--- src/common/ntm_pkg.sv ---
/*
 * Shared definitions for the forget gate datapath
 * Q8.8 word widths, accumulator width, operand select codes
 * and the fixed-point union used by the logistic stage
 */

`default_nettype none

package ntm_pkg;

  //////////////////////////////////////////////////////////////////////
  // Widths
  //////////////////////////////////////////////////////////////////////

  localparam int data_w = 16;  // Q8.8 word
  localparam int frac_w = 8;   // Fraction bits of a word
  localparam int acc_w  = 40;  // Accumulator, Q24.16

  //////////////////////////////////////////////////////////////////////
  // Operand select codes
  //////////////////////////////////////////////////////////////////////

  // Order of the codes is the order of the phases in a row
  localparam logic [1:0] sel_wx   = 2'd0;  // W times x
  localparam logic [1:0] sel_kr   = 2'd1;  // K times r
  localparam logic [1:0] sel_uh   = 2'd2;  // U times h
  localparam logic [1:0] sel_bias = 2'd3;  // Bias on vector_in

  //////////////////////////////////////////////////////////////////////
  // Fixed-point word
  //////////////////////////////////////////////////////////////////////

  // Same 16 bits, read as a signed number or as integer/fraction bytes
  typedef union packed {
    logic signed [data_w-1:0] value;
    struct packed {
      logic [data_w-frac_w-1:0] int_part;  // Upper byte
      logic [frac_w-1:0]        frac_part; // Lower byte
    } fields;
  } fixed_word_u;

endpackage

`default_nettype wire

--- src/common/mac_if.sv ---
/*
 * Link between the row controller and the dot-product accumulator
 * Strobes, operand words and the saturated row sum
 */

`timescale 1ns/1ps
`default_nettype none

interface mac_if;
  import ntm_pkg::*;

  logic                     clear;       // Zero the accumulator
  logic                     pair_valid;  // Add weight * vector
  logic                     bias_valid;  // Add vector as bias
  logic signed [data_w-1:0] weight;
  logic signed [data_w-1:0] vector;
  logic signed [data_w-1:0] sum;         // Saturated Q8.8 result

  // Controller side
  modport ctrl (
    output clear, pair_valid, bias_valid, weight, vector,
    input  sum
  );

  // Accumulator side
  modport acc (
    input  clear, pair_valid, bias_valid, weight, vector,
    output sum
  );

endinterface

`default_nettype wire

--- src/forget_gate/dot_product_accumulator.sv ---
/*
 * Multiply-accumulate for one gate row
 * Q8.8 products summed in Q24.16, bias aligned in, result saturated
 */

`timescale 1ns/1ps
`default_nettype none

module dot_product_accumulator (
  input wire logic CLK,
  input wire logic RST,
  mac_if.acc       mac
);
  import ntm_pkg::*;

  //////////////////////////////////////////////////////////////////////
  // Accumulate
  //////////////////////////////////////////////////////////////////////

  logic signed [2*data_w-1:0] product;  // Q16.16
  logic signed [acc_w-1:0]    bias_ext; // Q24.16
  logic signed [acc_w-1:0]    acc;
  logic signed [acc_w-1:0]    shifted;  // Back to 8 fraction bits
  logic                       in_range;

  assign product  = mac.weight * mac.vector;
  assign bias_ext = acc_w'(mac.vector) <<< frac_w;  // Sign extend, then align

  always_ff @(posedge CLK or posedge RST) begin
    if (RST) begin
      acc <= '0;
    end else if (mac.clear) begin
      acc <= '0;  // Start of a row
    end else if (mac.pair_valid) begin
      acc <= acc + acc_w'(product);
    end else if (mac.bias_valid) begin
      acc <= acc + bias_ext;
    end
  end

  //////////////////////////////////////////////////////////////////////
  // Saturate to Q8.8
  //////////////////////////////////////////////////////////////////////

  assign shifted = acc >>> frac_w;

  // Fits when all bits above the word agree with its sign bit
  assign in_range = (shifted[acc_w-1:data_w-1] == '0) ||
                    (shifted[acc_w-1:data_w-1] == '1);

  always_comb begin
    if (in_range) begin
      mac.sum = shifted[data_w-1:0];
    end else if (shifted[acc_w-1]) begin
      mac.sum = {1'b1, {(data_w-1){1'b0}}};  // 0x8000
    end else begin
      mac.sum = {1'b0, {(data_w-1){1'b1}}};  // 0x7FFF
    end
  end

endmodule

`default_nettype wire

--- src/forget_gate/forget_gate_vector.sv ---
/*
 * Row controller for the forget gate
 * Requests operands phase by phase, drives the accumulator strobes,
 * hands each row sum to the logistic stage and signals the end of a run
 */

`timescale 1ns/1ps
`default_nettype none

module forget_gate_vector #(
  parameter int vec_len  = 4,  // L, also length of h
  parameter int in_len   = 3,  // X
  parameter int word_len = 2   // W
) (
  input  wire logic                       CLK,
  input  wire logic                       RST,

  input  wire logic                       start,
  output      logic                       operand_req,
  output      logic [1:0]                 operand_sel,
  input  wire logic [ntm_pkg::data_w-1:0] weight_in,
  input  wire logic [ntm_pkg::data_w-1:0] vector_in,
  input  wire logic                       operand_valid,

  mac_if.ctrl                             mac,

  output      logic                       sum_enable,     // Row sum to logistic
  input  wire logic                       result_enable,  // Logistic result back
  output      logic                       ready
);
  import ntm_pkg::*;

  //////////////////////////////////////////////////////////////////////
  // States and counters
  //////////////////////////////////////////////////////////////////////

  localparam logic [2:0] st_idle          = 3'd0;
  localparam logic [2:0] st_clear         = 3'd1;  // Clear strobe, first request
  localparam logic [2:0] st_request       = 3'd2;
  localparam logic [2:0] st_wait_sum      = 3'd3;
  localparam logic [2:0] st_wait_logistic = 3'd4;
  localparam logic [2:0] st_done          = 3'd5;

  // Counter wide enough for the longest phase and for the row index
  localparam int max_len = (vec_len > in_len) ?
                           ((vec_len > word_len) ? vec_len : word_len) :
                           ((in_len > word_len) ? in_len : word_len);
  localparam int cnt_w   = $clog2(max_len + 1);

  logic [2:0]       state;
  logic [cnt_w-1:0] row_cnt;   // Gate element l
  logic [cnt_w-1:0] elem_cnt;  // Index inside the phase
  logic             elem_last;
  logic             row_last;
  logic             accept;

  assign accept = operand_req && operand_valid;  // Edge that takes an operand

  // Last element of the current product phase
  always_comb begin
    case (operand_sel)
      sel_wx:  elem_last = (elem_cnt == cnt_w'(in_len - 1));
      sel_kr:  elem_last = (elem_cnt == cnt_w'(word_len - 1));
      default: elem_last = (elem_cnt == cnt_w'(vec_len - 1));  // U times h
    endcase
  end

  assign row_last = (row_cnt == cnt_w'(vec_len - 1));

  //////////////////////////////////////////////////////////////////////
  // FSM
  //////////////////////////////////////////////////////////////////////

  always_ff @(posedge CLK or posedge RST) begin
    if (RST) begin
      state          <= st_idle;
      row_cnt        <= '0;
      elem_cnt       <= '0;
      operand_req    <= 1'b0;
      operand_sel    <= sel_wx;
      mac.clear      <= 1'b0;
      mac.pair_valid <= 1'b0;
      mac.bias_valid <= 1'b0;
      sum_enable     <= 1'b0;
      ready          <= 1'b0;
    end else begin
      // Strobes last one cycle
      mac.clear      <= 1'b0;
      mac.pair_valid <= 1'b0;
      mac.bias_valid <= 1'b0;
      sum_enable     <= 1'b0;
      ready          <= 1'b0;

      case (state)
        st_idle: begin
          if (start) begin  // Only honoured here
            row_cnt     <= '0;
            elem_cnt    <= '0;
            operand_sel <= sel_wx;
            operand_req <= 1'b1;
            mac.clear   <= 1'b1;
            state       <= st_clear;
          end
        end

        // Clear cycle also serves the first request of the row
        st_clear, st_request: begin
          state <= st_request;
          if (accept) begin
            operand_req <= 1'b0;  // Gap of one cycle
            if (operand_sel == sel_bias) begin
              mac.bias_valid <= 1'b1;
              state          <= st_wait_sum;
            end else begin
              mac.pair_valid <= 1'b1;
              if (elem_last) begin
                elem_cnt    <= '0;
                operand_sel <= operand_sel + 2'd1;  // Codes follow phase order
              end else begin
                elem_cnt <= elem_cnt + 1'b1;
              end
            end
          end else if (!operand_req) begin
            operand_req <= 1'b1;  // Next request after the gap
          end
        end

        st_wait_sum: begin  // Bias lands in the accumulator now
          sum_enable <= 1'b1;
          state      <= st_wait_logistic;
        end

        st_wait_logistic: begin
          if (result_enable) begin
            if (row_last) begin
              ready <= 1'b1;
              state <= st_done;
            end else begin
              row_cnt     <= row_cnt + 1'b1;
              operand_sel <= sel_wx;
              operand_req <= 1'b1;
              mac.clear   <= 1'b1;
              state       <= st_clear;
            end
          end
        end

        st_done: state <= st_idle;  // ready is high here

        default: state <= st_idle;
      endcase
    end
  end

  // Operand words, taken on the accepting edge
  always_ff @(posedge CLK) begin
    if (accept) begin
      mac.weight <= weight_in;  // Don't care in bias phase
      mac.vector <= vector_in;
    end
  end

endmodule

`default_nettype wire

--- src/hdl/forget_gate_top.sv ---
/*
 * Forget gate top level
 * Controller, accumulator and sigmoid joined behind plain host ports
 */

`timescale 1ns/1ps
`default_nettype none

module forget_gate_top #(
  parameter int vec_len  = 4,
  parameter int in_len   = 3,
  parameter int word_len = 2
) (
  input  wire logic                       CLK,
  input  wire logic                       RST,

  input  wire logic                       start,
  output      logic                       operand_req,
  output      logic [1:0]                 operand_sel,
  input  wire logic [ntm_pkg::data_w-1:0] weight_in,
  input  wire logic [ntm_pkg::data_w-1:0] vector_in,
  input  wire logic                       operand_valid,

  output      logic [ntm_pkg::data_w-1:0] f_out,
  output      logic                       f_out_enable,
  output      logic                       ready
);
  import ntm_pkg::*;

  mac_if       mac ();
  logic        sum_enable;
  fixed_word_u logistic_in;  // Row sum as seen by the sigmoid

  assign logistic_in.value = mac.sum;

  // Sequencing of rows and operand phases
  forget_gate_vector #(
    .vec_len  (vec_len),
    .in_len   (in_len),
    .word_len (word_len)
  ) u_ctrl (
    .CLK           (CLK),
    .RST           (RST),
    .start         (start),
    .operand_req   (operand_req),
    .operand_sel   (operand_sel),
    .weight_in     (weight_in),
    .vector_in     (vector_in),
    .operand_valid (operand_valid),
    .mac           (mac.ctrl),
    .sum_enable    (sum_enable),
    .result_enable (f_out_enable),  // Result doubles as row done
    .ready         (ready)
  );

  dot_product_accumulator u_acc (
    .CLK (CLK),
    .RST (RST),
    .mac (mac.acc)
  );

  logistic_pwl u_logistic (
    .CLK        (CLK),
    .RST        (RST),
    .in_word    (logistic_in),
    .in_enable  (sum_enable),
    .out_word   (f_out),
    .out_enable (f_out_enable)
  );

endmodule

`default_nettype wire

--- src/hdl/logistic_pwl.sv ---
/*
 * Registered piecewise-linear sigmoid on a Q8.8 word
 */

`timescale 1ns/1ps
`default_nettype none

module logistic_pwl (
  input  wire logic                       CLK,
  input  wire logic                       RST,
  input  wire ntm_pkg::fixed_word_u       in_word,
  input  wire logic                       in_enable,
  output      logic [ntm_pkg::data_w-1:0] out_word,
  output      logic                       out_enable
);
  import ntm_pkg::*;

  // Segment constants in Q8.8
  localparam logic [data_w-1:0] one_q    = data_w'(256);  // 1.0
  localparam logic [data_w-1:0] off_far  = data_w'(216);  // 0.84375
  localparam logic [data_w-1:0] off_mid  = data_w'(160);  // 0.625
  localparam logic [data_w-1:0] off_near = data_w'(128);  // 0.5

  fixed_word_u       abs_word;  // |x|, read through the byte fields
  logic [data_w-1:0] mag;
  logic              neg;
  logic [data_w-1:0] y_pos;     // Sigmoid of |x|
  logic [data_w-1:0] y;

  assign neg            = in_word.value[data_w-1];
  assign abs_word.value = neg ? -in_word.value : in_word.value;
  assign mag            = abs_word.value;  // 0x8000 reads as 128.0

  //////////////////////////////////////////////////////////////////////
  // Segment select
  //////////////////////////////////////////////////////////////////////

  always_comb begin
    if (abs_word.fields.int_part >= 8'd5) begin
      y_pos = one_q;
    end else if (abs_word.fields.int_part > 8'd2 ||
                 (abs_word.fields.int_part == 8'd2 &&
                  abs_word.fields.frac_part >= 8'h60)) begin  // From 2.375
      y_pos = (mag >> 5) + off_far;
    end else if (abs_word.fields.int_part >= 8'd1) begin
      y_pos = (mag >> 3) + off_mid;
    end else begin
      y_pos = (mag >> 2) + off_near;
    end
  end

  assign y = neg ? (one_q - y_pos) : y_pos;  // Odd symmetry around 0.5

  //////////////////////////////////////////////////////////////////////
  // Output register
  //////////////////////////////////////////////////////////////////////

  always_ff @(posedge CLK or posedge RST) begin
    if (RST) begin
      out_enable <= 1'b0;
    end else begin
      out_enable <= in_enable;
    end
  end

  always_ff @(posedge CLK) begin
    if (in_enable) begin
      out_word <= y;
    end
  end

endmodule

`default_nettype wire

--- config.mk ---
export PLATFORM = sky130hd
export DESIGN_NAME = forget_gate_top
export DESIGN_NICKNAME = d
export VERILOG_FILES = /design/src/common/ntm_pkg.sv /design/src/common/mac_if.sv /design/src/forget_gate/dot_product_accumulator.sv /design/src/forget_gate/forget_gate_vector.sv /design/src/hdl/forget_gate_top.sv /design/src/hdl/logistic_pwl.sv
export SDC_FILE = /design/constraint.sdc
export NUM_CORES = 1
export LEC_CHECK = 0
export ABC_AREA = 1
export BUFFER_PORTS_ARGS = -buffer_cell sky130_fd_sc_hd__buf_2
export CAP_MARGIN = 10
export CORE_MARGIN = 5
export CORE_UTILIZATION = 60
export CTS_CLUSTER_SIZE = 16
export DETAILED_ROUTE_END_ITERATION = 10
export PLACE_DENSITY = 0.77
export SETUP_SLACK_MARGIN = 0.3
export SLEW_MARGIN = 25
export SYNTH_ARGS = -nofsm -noshare
export SYNTH_HDL_FRONTEND = slang
export SYNTH_HIERARCHICAL = 1
export SYNTH_SLANG_ARGS = --single-unit
--- constraint.sdc ---
create_clock -name CLK -period 8.03 [get_ports CLK]
set_clock_uncertainty 0.1 [all_clocks]
set_input_delay 1.606 -clock CLK [delete_from_list [all_inputs] [get_ports CLK]]
set_output_delay 1.606 -clock CLK [all_outputs]
set_load 0.05 [all_outputs]
==> flow_metrics.env, run 1 <==
export IMPL_gp_congestion=0.992
export IMPL_root_buffer="clkbuf_16"
export IMPL_grt_met1_usage_pct=43.3
export IMPL_worst_pin_slew_ns=1.08
export IMPL_postRouteAntennaNets=0
export IMPL_synth_area_leaders="fa_1 (31%), nand2_1 (15%), inv_1 (14%)"
export IMPL_async_flop_share_pct=54.7
export IMPL_cts_tree="done"
export IMPL_drc=0
export IMPL_first_iter_violations=1350
export IMPL_startpoint="u_ctrl/mac.vector[15]$_DFFE_PP_"
export IMPL_die_x_um=200
export IMPL_cp_max_fo=18
export IMPL_antenna_cells=0
export IMPL_hold_viol_final=0
export IMPL_port_buffers=56
export IMPL_grt_util_met3_pct=6.33
export IMPL_synthTopCellsByCount="nand2_1 (836), inv_1 (779), fa_1 (331)"
export IMPL_final_setup_tns_ns=0
export IMPL_arrival_ns=7.06
export IMPL_final_nets=3488
export IMPL_rr_worst_depth=23
export IMPL_fill_cells=3198
export IMPL_grt_most_used_layer="met2"
export IMPL_boundaryPins=57
export IMPL_yosysMostFrequentCell="nand2_1"
export IMPL_synth_distinct_cells=52
export IMPL_crit_family="adder cells"
export IMPL_r2r_start="u_ctrl/mac.vector[15]$_DFFE_PP_"
export IMPL_synth_ff_type="dfrtp_1"
export IMPL_relSlewSlack_pct=27.8
export IMPL_path_clk_slew_ns=0.09
export IMPL_fmax_ghz=0.145
export IMPL_fin_util_pct=63.5
export IMPL_synth_area_um2=21600
export IMPL_vias_per_cell=5.34
export IMPL_yosys_warnings=6
export IMPL_timing_rr_end="u_acc/acc[34]$_DFFE_PP0P_"
export IMPL_regArea_um2=2890
export IMPL_grt_pass1_wl_mm=99.9
export IMPL_cp_slowest_cell="edfxtp_1"
export IMPL_slew_viol_final=0
export IMPL_drive_gt1_share_pct=7.14
export IMPL_synth_edf_count=48
export IMPL_netlist_instances=2963
export IMPL_cp_end_kind="register"
export IMPL_holdBufCountCts=0
export IMPL_status="complete, no violations"
export IMPL_slowest_delay_ns=0.82
export IMPL_cp_start_kind="register"
export IMPL_critical_path_buf_inv_count=5
export IMPL_core_um2=35600
export IMPL_setup_violations=0
export IMPL_min_path_type="reg2reg"
export IMPL_syn_avg_cell_area_um2=7.29
export IMPL_yosysTopAreaCell="fa_1"
export IMPL_htree_levels=3
export IMPL_rsz0062_at_grt="false"
export IMPL_clock_latency_ns=0.38
export IMPL_grt_max_degree=51
export IMPL_timing_critical_path_to="u_acc/acc[34]$_DFFE_PP0P_"
export IMPL_yosysSeqAreaShare_pct=13.4
export IMPL_multi_input_area_um2=15400
export IMPL_wl_per_cell_um=18.2
export IMPL_first_pass_iters=5
export IMPL_antenna_found_initial=0
export IMPL_synth_top_area_share_pct=30.7
export IMPL_post_cts_buffers=0
export IMPL_crit_chain="inv_1, or2_2, fa_1, fa_1, inv_1, fa_1, fa_1, fa_1, inv_1, fa_1, inv_1, ha_1, nand2_1, inv_1, nand2_2, nor3_1, nand2_1, nand2_1, nand2_1, nand3_1, nand3_1, nand3_1, nand2_1"
export IMPL_critPathKind="reg2reg"
export IMPL_crit_top_cell="fa_1"
export IMPL_setup_slack_ns=1.15
export IMPL_max_cap_violations=0
export IMPL_cts_buffers=9
export IMPL_synth_nets=3485
export IMPL_track_usage_pct=32.3
export IMPL_syn_to_final_growth_pct=4.51
export IMPL_ff2ff_setup_slack_ns=1.15
export IMPL_globalRouteMet2Util_pct=53.4
export IMPL_pre_cts_ws_ns=1.20
export IMPL_die_h_um=200
export IMPL_cts_resized=0
export IMPL_cp_depth=23
export IMPL_hpwl_mm=52.4
export IMPL_grt_pass1_vias=18900
export IMPL_dieArea_um2=39900
export IMPL_crit_required_ns=8.21
export IMPL_yosys_register_bits=106
export IMPL_finalCritPeriodShare_pct=85.7
export IMPL_rows=69
export IMPL_grt_ovfl_total=0
export IMPL_cts_sinks=106
export IMPL_routed_wl_mm=62.3
export IMPL_start_util_pct=60.7
export IMPL_vias=18300
export IMPL_cts_buffer_depth=2
export IMPL_post_route_min_period_ns=6.88
export IMPL_whs_ns=0.398
[flip-flops by register name (all words and copies together) (netlist names)]
signal	cells
u_acc/acc	40
u_ctrl/mac.vector	16
u_ctrl/mac.weight	16
u_logistic/out_word	16
u_ctrl/elem_cnt	3
u_ctrl/row_cnt	3
u_ctrl/state	3
u_ctrl/operand_sel	2
u_ctrl/mac.bias_valid	1
u_ctrl/mac.clear	1
u_ctrl/mac.pair_valid	1
u_ctrl/operand_req	1
u_ctrl/ready	1
u_ctrl/sum_enable	1
u_logistic/out_enable	1
[stage by stage]
step | cell area, um2 | std cells
after floorplan | 21600 | 2963
after global placement | 22300 | 3416
after detailed placement | 22300 | 3416
after CTS | 22600 | 3432
after global routing | 22600 | 3432
final | 22600 | 3432
[metal layers]
layer | part of all wire (%) | wire length (um) | vias to the layer above
met3 | 6.9 | 4320 | 99
met1 | 43 | 26600 | 8851
met5 | 0 | 0 | -
met2 | 47 | 29200 | 648
li1 | - | - | 8726
met4 | 3.5 | 2200 | 0
[layout make-up]
class	count	share of cell area, %
inverters	799	13.3
clock inverters	7	0.316
repair buffers	75	1.87
multi-input cells	1975	68.1
flip-flops and latches	106	12.8
clock buffers	9	0.997
well taps	461	2.55
[worst min-delay path by stage]
stage / start / end / cells past startpoint
final: u_acc/acc[6]$_DFFE_PP0P_ / u_acc/acc[6]$_DFFE_PP0P_ / 2
after global routing: u_ctrl/row_cnt[1]$_DFFE_PP0P_ / u_ctrl/row_cnt[1]$_DFFE_PP0P_ / 2
after CTS: u_acc/acc[6]$_DFFE_PP0P_ / u_acc/acc[6]$_DFFE_PP0P_ / 2
after detailed placement: u_acc/acc[6]$_DFFE_PP0P_ / u_acc/acc[6]$_DFFE_PP0P_ / 2
after global placement: u_ctrl/row_cnt[1]$_DFFE_PP0P_ / u_ctrl/row_cnt[1]$_DFFE_PP0P_ / 2
after floorplan: u_ctrl/row_cnt[1]$_DFFE_PP0P_ / u_ctrl/row_cnt[1]$_DFFE_PP0P_ / 2
[tightest hold or removal path: cells and delay by family, from the launching register on]
family             cells  cell delay (ns)
DFF                    1             0.35
AOI/OAI and AO/OA      1             0.06
and+or+nand+nor        1             0.05
[placed cells by master (no fill, tap or decap), types with 3 or more instances in the layout]
cell / n
clkbuf_16: 9
dfrtp_1: 58
nor3_2: 5
xor2_1: 17
nand3_4: 3
inv_2: 16
buf_2: 56
edfxtp_1: 48
nor2_2: 15
nor2_1: 151
o211ai_1: 3
nand2_2: 32
o21ai_1: 4
o21ai_0: 63
xnor2_1: 5
nor2_4: 10
o21bai_1: 13
nand3_2: 11
clkinv_4: 4
nand3_1: 163
fa_1: 331
a21oi_2: 6
nand4_1: 23
nand2_1: 836
or2_2: 6
nor4_1: 5
inv_1: 779
nor3_1: 10
nand3b_1: 8
a21oi_1: 67
buf_4: 19
nand2_4: 6
a22o_1: 5
ha_1: 155
[kinds of logic (layout without fill, tap and decap cells)]
logic type                 Yosys count  in the layout  share of synthesized area [%]
buffers and inverters              882            890                           15.5
and+or+nand+nor                   1294           1294                           26.0
xor gates and xnor gates            22             22                          0.892
adders and majority gates          486            486                           39.6
DFF                                106            106                           13.4
AOI/OAI and AO/OA                  173            173                           4.60
Power of run 1 is left out: the tool's default activity adds up to more than one toggle a clock period on the data nets, which glitch-free logic cannot reach.
==> inputs of run 2 (changes only) <==
- ABC_AREA: 1 -> unset
- CORE_UTILIZATION: 60 -> 40
- PLACE_DENSITY: 0.77 -> unset
- SKIP_LAST_GASP: unset -> 1
==> run 2 against run 1 <==
  * First-iteration DRC count down 39%
  * Count of clock-buffer cells in the layout unchanged
  * Worst hold slack worse by 0.013 ns
  * Highest routed layer unchanged
  * Critical endpoint is now u_acc/acc[39]$_DFFE_PP0P_
  * Die area up 32%
  * Utilization down 20 points
  * Largest cell class unchanged
==> flow_metrics.env, run 2 <==
export IMPL_yosys_warnings=6
export IMPL_top_register="u_acc/acc"
export IMPL_yosys_register_bits=106
export IMPL_rsz0062_at_grt="false"
export IMPL_crit_required_ns=8.20
export IMPL_slew_viol_final=0
export IMPL_whs_ns=0.385
export IMPL_port_buffers=56
export IMPL_grt_pass1_vias=14900
export IMPL_yosysMostFrequentCell="inv_1"
export IMPL_yosysTopAreaCell="fa_1"
export IMPL_critical_path_buf_inv_count=5
export IMPL_synth_ff_type="dfrtp_1"
export IMPL_post_route_min_period_ns=7.32
export IMPL_slowest_delay_ns=0.88
export IMPL_vias=14100
export IMPL_cp_end_kind="register"
export IMPL_hpwl_mm=37.7
export IMPL_synth_area_um2=19300
export IMPL_min_path_type="reg2reg"
export IMPL_pre_cts_ws_ns=0.570
export IMPL_postRouteAntennaNets=0
export IMPL_cts_tree="done"
export IMPL_synth_area_leaders="fa_1 (34%), ha_1 (10%), inv_1 (8.4%)"
export IMPL_timing_critical_path_to="u_acc/acc[39]$_DFFE_PP0P_"
export IMPL_finalCritPeriodShare_pct=91.2
export IMPL_max_cap_violations=0
export IMPL_syn_to_final_growth_pct=7.07
export IMPL_boundaryPins=57
export IMPL_holdBufCountCts=0
export IMPL_dieArea_um2=52800
export IMPL_worst_pin_slew_ns=0.888
export IMPL_timing_rr_end="u_acc/acc[39]$_DFFE_PP0P_"
export IMPL_cts_buffers=9
export IMPL_largest_register_ffs=40
export IMPL_vias_per_cell=5.18
export IMPL_netlist_instances=2055
export IMPL_dp_cells=2677
export IMPL_core_um2=47700
export IMPL_drive_gt1_share_pct=7.63
export IMPL_synth_top_area_share_pct=34.3
export IMPL_wl_per_cell_um=17.0
export IMPL_grt_pass1_wl_mm=78.1
export IMPL_rows=80
export IMPL_first_pass_iters=5
export IMPL_async_flop_share_pct=54.7
export IMPL_grt_ovfl_total=0
export IMPL_yosysSeqAreaShare_pct=15.0
export IMPL_cts_sinks=106
export IMPL_hold_viol_final=0
export IMPL_root_buffer="clkbuf_16"
export IMPL_htree_levels=3
export IMPL_drc=0
export IMPL_synth_nets=2577
export IMPL_min_delay_path_depth=2
export IMPL_arrival_ns=7.49
export IMPL_layout_commonest_cell="inv_1"
export IMPL_final_setup_tns_ns=0
export IMPL_crit_top_cell="fa_1"
export IMPL_start_util_pct=40.5
export IMPL_setup_violations=0
export IMPL_cp_slowest_cell="edfxtp_1"
export IMPL_final_nets=2615
export IMPL_routed_wl_mm=46.2
export IMPL_relSlewSlack_pct=40.5
export IMPL_status="complete, no violations"
export IMPL_critPathKind="reg2reg"
export IMPL_die_h_um=230
export IMPL_crit_family="adder cells"
export IMPL_cp_depth=22
export IMPL_fin_cells=2713
export IMPL_antenna_found_initial=0
export IMPL_cts_buffer_depth=2
export IMPL_grt_max_degree=74
export IMPL_rr_worst_depth=22
export IMPL_fmax_ghz=0.137
export IMPL_crit_chain="nand2_1, fa_1, inv_1, fa_1, inv_1, fa_1, inv_1, fa_1, fa_1, inv_1, fa_1, inv_1, ha_1, nand2_1, or2_1, or4_4, a311oi_2, o311a_1, o22a_2, a22oi_1, o311ai_1, nor3b_1"
export IMPL_synth_distinct_cells=102
export IMPL_r2r_start="u_ctrl/mac.vector[9]$_DFFE_PP_"
export IMPL_antenna_cells=0
export IMPL_final_cell_mix="inv_1 (433), fa_1 (331), nand2_1 (188)"
export IMPL_synthTopCellsByCount="inv_1 (434), fa_1 (331), nand2_1 (188)"
export IMPL_startpoint="u_ctrl/mac.vector[9]$_DFFE_PP_"
export IMPL_clock_latency_ns=0.38
export IMPL_path_clk_slew_ns=0.09
export IMPL_ff2ff_setup_slack_ns=0.71
export IMPL_synth_edf_count=48
export IMPL_syn_avg_cell_area_um2=9.41
export IMPL_die_x_um=230
export IMPL_cp_start_kind="register"
export IMPL_track_usage_pct=18.1
export IMPL_gp_congestion=0.859
export IMPL_cp_max_fo=17
export IMPL_setup_slack_ns=0.707
export IMPL_first_iter_violations=824
==> run 2: cell count changes after synthesis, moves of 18 or more <==
cell,change
o21ai_0,-25
nor2b_1,+18
nand2_1,-648
nor2_1,-65
and2_1,+115
nand3_1,-145
xnor2_1,+54
inv_1,-345
nand2_2,-31
a211oi_1,+32
a21o_1,+29
==> run 2: tightest hold or removal path, delay by kind of cell (launching register included) <==
kind	cells	cell delay (ns)
AOI/OAI and AO/OA	1	0.05
DFF	1	0.35
and+or+nand+nor	1	0.05
==> run 2: final cells by class <==
| type | instances | area [um2] |
|---|---|---|
| multi-input combinational | 1441 | 14500 |
| sequential | 106 | 2890 |
| timing repair buffer | 98 | 621 |
| inverter | 437 | 1650 |
| clock buffer | 9 | 225 |
| fill | 4671 | 27000 |
| tap | 615 | 769 |
| clock inverter | 7 | 78.8 |
==> run 2: timing repair <==
| action | CTS | global route |
|---|---|---|
| resized for setup | 0 | 0 |
| buffers inserted | 0 | 20 |
| setup endpoints to repair | 0 | 6 |
==> run 2: how the worst min path moves through the flow <==
| stage | startpoint | end | slack (ns) |
|---|---|---|---|
| global placement | u_ctrl/row_cnt[2]$_DFFE_PP0P_ | u_ctrl/row_cnt[2]$_DFFE_PP0P_ | 0.36 |
| global route | u_ctrl/row_cnt[1]$_DFFE_PP0P_ | u_ctrl/row_cnt[1]$_DFFE_PP0P_ | 0.43 |
| detailed placement | u_ctrl/row_cnt[2]$_DFFE_PP0P_ | u_ctrl/row_cnt[2]$_DFFE_PP0P_ | 0.37 |
| floorplan | u_ctrl/row_cnt[2]$_DFFE_PP0P_ | u_ctrl/row_cnt[2]$_DFFE_PP0P_ | 0.35 |
| CTS | u_ctrl/row_cnt[2]$_DFFE_PP0P_ | u_ctrl/row_cnt[2]$_DFFE_PP0P_ | 0.39 |
| finish | u_ctrl/row_cnt[2]$_DFFE_PP0P_ | u_ctrl/row_cnt[2]$_DFFE_PP0P_ | 0.38 |
==> run 2: metal layers <==
metal	GRT usage [%]	vias to the layer above	wire length, um
met5	0	-	0
met4	4.02	0	847
met3	1.80	52	1330
met2	31.1	233	23000
met1	24.9	7139	21100
li1	-	6631	-
==> run 2: logic make-up after synthesis <==
logic type,after synthesis,share of synthesized area (%)
simple gates,520,13.6
compound gates,335,12.3
fa+ha+maj,486,44.3
flops,106,15.0
buf+inv,508,10.2
xor+xnor,82,3.71
mux,18,0.938
==> run 2: metrics by stage <==
| step | util, % | cell area [um2] |
|---|---|---|
| final | 43.4 | 20700 |
| after global routing | 43.4 | 20700 |
| after CTS | 43.0 | 20500 |
| after detailed placement | 42.4 | 20200 |
| after global placement | 42.4 | 20200 |
| after floorplan | - | 19300 |
Power of run 2 is left out for the same reason.
==> inputs of run 3 (changes only) <==
==> constraint.sdc (replaced) <==
create_clock -name CLK -period 8.2 [get_ports CLK]
set_clock_uncertainty 0.1 [all_clocks]
set_input_delay 0.41 -clock CLK [delete_from_list [all_inputs] [get_ports CLK]]
set_output_delay 0.41 -clock CLK [all_outputs]
set_load 0.05 [all_outputs]
==> run 3 against run 2 <==
  * Worst hold slack got worse by 0.29 ns
  * Critical path depth down 2
  * Wire length fell by 0.69%
  * Via count down 0.77%
  * Flip-flop and latch count unchanged
  * Count of clock-buffer cells in the layout stayed put
  * Die area unchanged
  * Global-route usage about the same
  * Maximum frequency down 1.3%
  * Final cell count down 0.77%
  * Design area is 0.79% lower
  * Critical path type unchanged
==> flow_metrics.env, run 3 (synthesized netlist as in run 2, its figures left out) <==
export IMPL_max_cap_violations=0
export IMPL_rsz0062_at_grt="false"
export IMPL_path_clk_slew_ns=0.09
export IMPL_boundaryPins=57
export IMPL_largest_register_ffs=40
export IMPL_rows=80
export IMPL_finalCritPeriodShare_pct=90.5
export IMPL_critPathKind="reg2reg"
export IMPL_fin_cells=2692
export IMPL_timing_critical_path_to="u_acc/acc[34]$_DFFE_PP0P_"
export IMPL_gp_congestion=0.861
export IMPL_layout_commonest_cell="inv_1"
export IMPL_grt_pass1_wl_mm=78.1
export IMPL_postRouteAntennaNets=0
export IMPL_final_nets=2594
export IMPL_fill_cells=4623
export IMPL_cts_buffer_depth=2
export IMPL_core_um2=47700
export IMPL_clock_latency_ns=0.39
export IMPL_relSlewSlack_pct=29.7
export IMPL_top_register="u_acc/acc"
export IMPL_crit_required_ns=8.38
export IMPL_regArea_um2=2890
export IMPL_final_cell_mix="inv_1 (433), fa_1 (331), nand2_1 (188)"
export IMPL_first_iter_violations=708
export IMPL_drive_gt1_share_pct=6.64
export IMPL_fmax_ghz=0.135
export IMPL_drc=0
export IMPL_cp_end_kind="register"
export IMPL_track_usage_pct=18.0
export IMPL_cp_max_fo=17
export IMPL_worst_pin_slew_ns=1.05
export IMPL_wl_per_cell_um=17.1
export IMPL_r2r_start="u_ctrl/mac.vector[6]$_DFFE_PP_"
export IMPL_setup_violations=0
export IMPL_dieArea_um2=52800
export IMPL_min_path_type="in2reg"
export IMPL_syn_to_final_growth_pct=6.23
export IMPL_vias_per_cell=5.18
export IMPL_arrival_ns=7.61
export IMPL_status="complete, no violations"
export IMPL_cts_sinks=106
export IMPL_antenna_found_initial=1
export IMPL_ff2ff_setup_slack_ns=0.78
export IMPL_multi_input_area_um2=14500
export IMPL_port_buffers=56
export IMPL_final_setup_tns_ns=0
export IMPL_start_util_pct=40.5
export IMPL_grt_pass1_vias=15300
export IMPL_hpwl_mm=37.3
export IMPL_dp_cells=2672
export IMPL_cts_tree="done"
export IMPL_grt_ovfl_total=0
export IMPL_die_x_um=230
export IMPL_grt_max_degree=74
export IMPL_antenna_cells=0
export IMPL_die_h_um=230
export IMPL_root_buffer="clkbuf_16"
export IMPL_cts_buffers=9
export IMPL_post_route_min_period_ns=7.42
export IMPL_slew_viol_final=0
export IMPL_startpoint="u_ctrl/mac.vector[6]$_DFFE_PP_"
export IMPL_first_pass_iters=5
export IMPL_cp_start_kind="register"
export IMPL_htree_levels=3
export IMPL_hold_viol_final=0
export IMPL_routed_wl_mm=45.9
export IMPL_timing_rr_end="u_acc/acc[34]$_DFFE_PP0P_"
export IMPL_rr_worst_depth=20
export IMPL_vias=13900
==> run 3: per-layer routing <==
| layer | share of wire [%] | routed length (um) | track usage (%) |
|---|---|---|---|
| met1 | 45 | 20600 | 24.6 |
| met2 | 50 | 22700 | 31.3 |
| met3 | 3.9 | 1770 | 2.18 |
| met4 | 1.7 | 776 | 3.62 |
| met5 | 0 | 0 | 0 |
==> run 3: what timing repair did <==
action | CTS | global route
setup buffers | 0 | 3
hold endpoints to repair | 1 | 0
hold buffers | 1 | 0
setup endpoints to repair | 0 | 3
gates resized for setup | 0 | 0
==> run 3: how the worst min path moves through the flow <==
stage | start | end | depth (start not counted)
finish | vector_in[13] | u_ctrl/mac.vector[13]$_DFFE_PP_ | 1
global route | vector_in[13] | u_ctrl/mac.vector[13]$_DFFE_PP_ | 1
CTS | vector_in[13] | u_ctrl/mac.vector[13]$_DFFE_PP_ | 1
detailed placement | RST | u_logistic/out_enable$_DFF_PP0_ | 2
global placement | RST | u_logistic/out_enable$_DFF_PP0_ | 2
floorplan | RST | u_logistic/out_enable$_DFF_PP0_ | 1
==> run 3: worst max-delay path: stages (launching register included) <==
cell and delay [ns]:
edfxtp_1 0.69, and2_1 0.31, fa_1 0.53, inv_1 0.06
fa_1 0.57, fa_1 0.45, fa_1 0.50, inv_1 0.06
fa_1 0.54, inv_1 0.06, fa_1 0.54, inv_1 0.04
ha_1 0.36, nand3_2 0.10, or4_4 0.51, a311oi_1 0.62
or2_1 0.36, a31o_4 0.24, a31oi_1 0.10, or4b_1 0.48
o311ai_1 0.09
==> run 3: final cells by class <==
class	instances	share of cell area [%]
Inverter	437	8.01
Sequential cell	106	14.1
Clock inverter	7	0.469
Multi-Input combinational cell	1441	70.4
Tap cell	615	3.75
Clock buffer	9	1.10
Timing Repair Buffer	77	2.14
==> run 3: through the flow <==
step	hold slack, ns	setup WS (ns)	instance area (um2)	utilization, %
finish	0.0972	0.778	20500	43.0
global route	0.0780	0.347	20500	43.0
CTS	0.0779	0.764	20500	43.0
detailed placement	0.171	0.804	20200	42.3
global placement	0.166	0.778	20200	42.3
floorplan	0.0387	1.20	19300	-
Power of run 3 is left out for the same reason.
